`config.mk`:
```
export PLATFORM = sky130hd
export DESIGN_NAME = l2_ctrl_fsm
export DESIGN_NICKNAME = d
export VERILOG_FILES = /design/src/hw/l2_pkg.sv /design/src/hw/l2_ctrl_fsm.sv
export SDC_FILE = /design/constraint.sdc
export NUM_CORES = 1
export LEC_CHECK = 0
export BUFFER_PORTS_ARGS = -buffer_cell sky130_fd_sc_hd__buf_2
export CAP_MARGIN = 30
export CORE_MARGIN = 4
export CORE_UTILIZATION = 33
export CTS_BUF_LIST = sky130_fd_sc_hd__clkbuf_16
export DETAILED_ROUTE_END_ITERATION = 10
export PLACE_DENSITY = 0.84
export SYNTH_ARGS = -nofsm -noshare
export SYNTH_HDL_FRONTEND = slang
export SYNTH_SLANG_ARGS = --single-unit
```
`constraint.sdc`:
```
create_clock -name clk -period 3.3 [get_ports clk]
set_input_delay 0.165 -clock clk [delete_from_list [all_inputs] [get_ports clk]]
set_output_delay 0.165 -clock clk [all_outputs]
set_load 0.005 [all_outputs]
```
`src/hw/l2_pkg.sv`:
```
`default_nettype none

package l2_pkg;

    // default cache geometry
    parameter int L2_TAG_W   = 18;
    parameter int L2_INDEX_W = 8;
    parameter int L2_WAYS    = 4;

    // controller sequencing
    // S_DONE is the single cycle in which ready is high
    typedef enum logic [2:0]
    {
        S_IDLE       = 3'd0,
        S_LOOKUP     = 3'd1,
        S_DONE       = 3'd2,
        S_WRITE_BACK = 3'd3,
        S_ALLOCATE   = 3'd4
    } l2_state_t;

endpackage

`default_nettype wire

```
`src/hw/l2_ctrl_fsm.sv`:
```
`timescale 1ns/10ps
`default_nettype none

module l2_ctrl_fsm
    import l2_pkg::*;
#(
    parameter int TAG_W   = L2_TAG_W,
    parameter int INDEX_W = L2_INDEX_W,
    parameter int WAYS    = L2_WAYS
)
(
    input  logic                     clk,
    input  logic                     nrst,
    input  logic                     req_read,
    input  logic                     req_write,
    input  logic [TAG_W-1:0]         req_tag,
    input  logic [INDEX_W-1:0]       req_index,
    input  logic                     invalidate,
    input  logic                     mem_ready,
    output logic                     ready,
    output logic                     miss,
    output logic                     update,
    output logic                     refill,
    output logic [$clog2(WAYS)-1:0]  way,
    output logic                     mem_read,
    output logic                     mem_write,
    output logic [TAG_W-1:0]         mem_tag,
    output logic [INDEX_W-1:0]       mem_index,
    output logic                     fill,
    output logic                     mark_dirty,
    output logic                     invalidate_all,
    output logic [$clog2(WAYS)-1:0]  sel_way,
    input  logic                     hit,
    input  logic [$clog2(WAYS)-1:0]  hit_way,
    input  logic [WAYS-1:0]          set_valid,
    input  logic [TAG_W-1:0]         sel_tag,
    input  logic                     sel_dirty,
    output logic                     touch,
    input  logic [$clog2(WAYS)-1:0]  victim_way
);

    localparam int WAY_W = $clog2(WAYS);

    l2_state_t        state_q;
    l2_state_t        state_d;
    logic [WAY_W-1:0] pick_way;
    logic             in_lookup;

    assign in_lookup = (state_q == S_LOOKUP);

    // hit way on a hit, replacement victim otherwise
    assign pick_way = hit ? hit_way : victim_way;

    // lookup steers the store to the candidate way, later states use the held one
    assign sel_way = in_lookup ? pick_way : way;

    always_comb
    begin
        state_d = state_q;
        case (state_q)
            S_IDLE:
            begin
                if (invalidate)
                begin
                    state_d = S_IDLE;
                end
                else if (req_read || req_write)
                begin
                    state_d = S_LOOKUP;
                end
            end
            S_LOOKUP:
            begin
                if (hit)
                begin
                    state_d = S_DONE;
                end
                else if (set_valid[sel_way] && sel_dirty)
                begin
                    state_d = S_WRITE_BACK;
                end
                else
                begin
                    state_d = S_ALLOCATE;
                end
            end
            S_DONE:
            begin
                state_d = S_IDLE;
            end
            S_WRITE_BACK:
            begin
                if (mem_ready)
                begin
                    state_d = S_ALLOCATE;
                end
            end
            S_ALLOCATE:
            begin
                // refetched line hits on the next lookup
                if (mem_ready)
                begin
                    state_d = S_LOOKUP;
                end
            end
            default:
            begin
                state_d = S_IDLE;
            end
        endcase
    end

    always_ff @(posedge clk or negedge nrst)
    begin
        if (!nrst)
        begin
            state_q <= S_IDLE;
            ready   <= 1'b0;
            miss    <= 1'b0;
            update  <= 1'b0;
            refill  <= 1'b0;
            way     <= '0;
        end
        else
        begin
            state_q <= state_d;
            ready   <= in_lookup && hit;
            miss    <= in_lookup && !hit;
            update  <= in_lookup && hit && req_write;
            refill  <= (state_q == S_ALLOCATE) && mem_ready;
            if (in_lookup)
            begin
                way <= pick_way;
            end
        end
    end

    // store and age commands
    assign touch          = in_lookup && hit;
    assign mark_dirty     = in_lookup && hit && req_write;
    assign fill           = (state_q == S_ALLOCATE) && mem_ready;
    assign invalidate_all = (state_q == S_IDLE) && invalidate;

    // memory side
    assign mem_write = (state_q == S_WRITE_BACK);
    assign mem_read  = (state_q == S_ALLOCATE);
    assign mem_tag   = mem_write ? sel_tag : req_tag;
    assign mem_index = req_index;

endmodule

`default_nettype wire

```
* Word-level counts from Yosys, hierarchy flattened
Index checks and enable logic that the tools add are counted.
** Word-level totals
- Bits in registers :: 9
- Input port bits :: 60
- Logic and storage cells :: 35
** Cells by class
- Equality and inequality tests :: 6
- $lt $le $gt $ge :: 1
- Muxes and demuxes :: 12
- Reductions and logical operators :: 10
** Operator list (count)
- $mux W18 :: 1
- $mux W3 :: 6
- $pmux W3 S4 :: 1
- $logic_and A1 B1 Y1 :: 6
- $mux W2 :: 2
- $ne A2 B2 Y1 const B :: 2
- $eq A3 B1 Y1 const B :: 1
- $eq A3 B2 Y1 const B :: 1
- $eq A3 B3 Y1 const B :: 1
- $logic_not A3 Y1 :: 1
- $lt A2 B3 Y1 const B :: 1
- $ne A3 B3 Y1 const B :: 1
- $reduce_and A3 Y1 :: 1
- $bmux W1 S2 :: 1
- $logic_not A1 Y1 :: 1
- $logic_or A1 B1 Y1 :: 1
- $mux W1 :: 1

* Longest topological paths before layout
- Depth in word-level cells :: 8
- Depth in mapped cells :: 7
- Depth with buffers taken out :: 6

* Worst setup path after synthesis
No wires, ideal clock.
- Kind :: reg2reg
- From :: reg state_q[1]
- To :: reg state_q[2]
- Setup time :: 0.119 ns
- Path slack :: 1.543 ns
- Arrival time :: 1.638 ns
- Stages on the path, launching flop included :: 7
- Clock period less this slack :: 1.757 ns
- Path through :: dfrtp_1 -> buf_2 -> nor3b_4 -> mux2i_2 -> mux2i_1 -> mux2_2 -> o21a_1
** Between the ends
- Cells in the longest elaborated chain, start to end :: 8
- Elaborated cells between the ends (all ways) :: 15
- Those cells by class :: 6 x eq/ne; 6 x mux; 3 x reduce/logical
** RTL lines
- start, declared :: RTL line l2_ctrl_fsm.sv:44 : l2_state_t state_q;
- start signal, assigned :: RTL line l2_ctrl_fsm.sv:126 : state_q <= state_d;
- $eq A3 B1 Y1 :: RTL line l2_ctrl_fsm.sv:49, l2_ctrl_fsm.sv:60
- $mux W2 :: RTL line l2_ctrl_fsm.sv:55 : assign sel_way = in_lookup ? pick_way : way;
- $bmux W1 S2 :: RTL line l2_ctrl_fsm.sv:78 : else if (set_valid[sel_way] && sel_dirty)
- $mux W1 (not written as such) :: RTL line l2_ctrl_fsm.sv:78
- $logic_and A1 B1 Y1 :: RTL line l2_ctrl_fsm.sv:78
- $mux W3 :: RTL line l2_ctrl_fsm.sv:78
- $mux W3 :: RTL line l2_ctrl_fsm.sv:74 : if (hit)
- $pmux W3 S4 :: RTL line l2_ctrl_fsm.sv:60 : case (state_q)
Several ways; a longest one is shown, not always the timed one. The select of a mux whose other input is x is not followed.
A chain may end at the register's enable or synchronous reset.

* Worst setup path in the final report
- From :: reg state_q[2]
- To :: out mem_tag[5]
** Between the ends
- Cells in the longest elaborated chain, start to end :: 2
** RTL lines
- $eq A3 B2 Y1 :: RTL line l2_ctrl_fsm.sv:145 : assign mem_write = (state_q == S_WRITE_BACK);
- $mux W18 :: RTL line l2_ctrl_fsm.sv:147 : assign mem_tag = mem_write ? sel_tag : req_tag;
- end, declared :: RTL line l2_ctrl_fsm.sv:27 : output logic [TAG_W-1:0] mem_tag,
Every way passes these cells.

==> out/results.txt <==
Fin crit share: 61.2%
Inst Count DP: 212
Pint: 0.495 mW
M3 GR Usage: 2.78%
Final RePlAce weighted congestion: 0.841
Final Core Density: 55.3%
FF+latch area: 225 sq um
Met2 Use GR: 27.7%
Pins over their slew limit: 0
Yosys top cell area share: 29.6%
Area leader, netlist: dfrtp_1
Met1 usage: 14.6%
Post-CTS sizing: 0
Seq/Total Area, Yosys: 29.6%
Final Setup Violations: 0
Initial core utilization: 34.4%
Routed length per instance: 10.8 um
Largest net degree at the start of global routing: 21
Final #Nets: 250
I/O Buffers: 83
Fin Hold WS: 194 ps
Layout cells sized above 1: 48.1%
Worst slew pin tran: 555 ps
Hold-fix buffers, CTS: 1
Worst Setup Start Kind: register
Die W: 56.1 um
Ant diodes: 0
# IOs: 100
Clk pwr share: 26.6%
Initial DRT Pass Iterations: 2
Setup TNS: 0 ps
Cell variety after synth: 27
Max Root-Sink Buffers: 2
Syn_nets: 174
Final setup margin: 1280 ps
Outcome: finished clean
Total number of H-tree levels: 1
Post-Syn Instances: 114
Clock root cell: clkbuf_16
Multi-input logic area: 440 sq um
Ys Warns: 0
Switch Pwr: 0.275 mW
First-pass GRT wire length: 3720 um
FILL cells: 215
Vias: 978
Core ar.: 2210 sq um
Reg power frac: 25.2%
Post-DRT Antenna Nets: 0
Max Freq: 495 MHz
Finished Layout Cells: 217
Critical path type: reg2out
Mean Syn Cell Area: 6.68 sq um
Area contributors post-synth: dfrtp_1, nand2_1, buf_4
Die height: 56.1 um
Final WL: 2340 um
Final hold violation count: 0
Initial antenna violation count: 0
Total CTS buffers: 3
DP Worst Slack: 1440 ps
Row count: 17
CTS tree: built
GRT busiest layer: met2
Yosys reg bits: 9
Total GRT Usage: 14.6%
Setup bufs post-CTS: 0
Syn-to-layout area delta: 60.6%
RSZ-0062 raised after global routing: false
Sw frac: 35.7%
Leakage power: 0.764 nW
Worst-path clk slew: 40 ps
Clock period minus final worst setup slack: 2020 ps
Max_slew headroom: 62.9%
Drt drc: 0
Via density: 4.51
CP required: 3130 ps
Clk sink count: 9
Starting DRT DRC Count: 32
Latest clock arrival within the worst-skew pair: 230 ps
Peak supply drop: 0.318 mV
Combinational power share: 48.1%
Worst Path Arrival: 1850 ps
Vias in the first global route: 916
HP Class: in2reg
Setup Skew: 0.924 ps
Die area: 3140 sq um
Critical Path Fanout Max: 20
Power per Cell Area: 629 nW/um^2
Critical path endpoint category: output pin
HPWL after DPL: 1980 um
GRT Residual Overflow: 0
MaxCap Viol Count: 0
Synth Cell Area: 762 sq um
kinds of logic after synthesis:
| family | after synthesis | share of synthesized area, % |
|---|---|---|
| AND/OR/NAND/NOR | 73 | 41.2 |
| flip-flops | 9 | 29.6 |
| multiplexers | 6 | 9.19 |
| AO/OA/AOI/OAI | 9 | 7.39 |
| buffers and inverters | 17 | 12.6 |
cells in the final DEF, fill, tap and decap left out:
cell           instances
a21oi_1                3
and2_1                 2
and2b_1                1
and3_1                 1
buf_2                 83
buf_4                  1
clkbuf_16              3
dfrtp_1                9
dlygate4sd3_1          1
inv_1                  4
mux2_2                 1
mux2_4                 1
mux2i_1                3
mux2i_2                1
nand2_1               58
nand2b_1               1
nand3_1                2
nor2_1                 3
nor3_1                 3
nor3b_4                1
nor4b_1                1
o2111ai_1              1
o21a_1                 1
o21ai_0                1
o21ai_1                2
o32a_1                 1
state kept, by name, summed over array words and instances, names as in the netlist:
register	cells
ready	1
update	1
state_q	3
miss	1
way	2
refill	1
area by class of cell:
cell class	instances	area share [%]
Timing Repair Buffer	85	35.4
Inverter	3	0.920
Multi-Input combinational cell	88	36.0
Clock inverter	1	0.307
Clock buffer	3	6.13
Tap cell	28	2.86
Sequential cell	9	18.4
per-stage QoR:
| stage | total power, mW | area [sq um] |
|---|---|---|
| after floorplan | 0.421 | 762 |
| after global placement | 0.565 | 1130 |
| after detailed placement | 0.570 | 1130 |
| after CTS | 0.781 | 1220 |
| after global routing | 0.835 | 1220 |
| final | 0.769 | 1220 |
synth_stat cells, drive strengths merged:
master / count
inv: 3
o2111ai: 1
and3: 1
mux2i: 4
nor3: 3
nand3: 2
mux2: 2
nand2b: 1
a21oi: 3
and2: 2
nor2: 3
and2b: 1
o21ai: 3
o32a: 1
nor4b: 1
o21a: 1
buf: 10
clkbuf: 4
nor3b: 1
nand2: 58
dfrtp: 9
power by group through the flow:
| stage | registers (mW) | clock network, mW | logic, mW |
|---|---|---|---|
| 2_1_floorplan | 0.174 | 0 | 0.247 |
| 3_3_place_gp | 0.193 | 0 | 0.372 |
| 3_5_place_dp | 0.196 | 0 | 0.374 |
| 4_1_cts | 0.194 | 0.210 | 0.377 |
| 5_1_grt | 0.200 | 0.217 | 0.418 |
| 6_report | 0.194 | 0.205 | 0.370 |
worst max-delay path: stages, from the launching register on:
cell and delay (ps):
dfrtp_1 450, inv_1 140, nand3_1 80, buf_4 220, inv_1 430, nand2_1 120, nand2_1 80, buf_2 110
final timing paths:
check | from | cells after the start | slack (ps) | to
max | state_q[2] | 7 | 1280 | mem_tag[5]
min | sel_dirty | 3 | 190 | state_q[0]
max reg2reg | state_q[1] | 5 | 1430 | state_q[2]
min reg2reg | way[0] | 2 | 570 | way[0]
max in group asynchronous | nrst | 2 | 2800 | state_q[1]
min in group asynchronous | nrst | 2 | 320 | update
per-layer routing:
layer | wire length [um] | vias up
met5 | 0 | -
met4 | 43 | 0
met3 | 127 | 6
met2 | 1340 | 28
met1 | 830 | 435
li1 | - | 509
No activity file was read; power rests on OpenSTA's default activity.
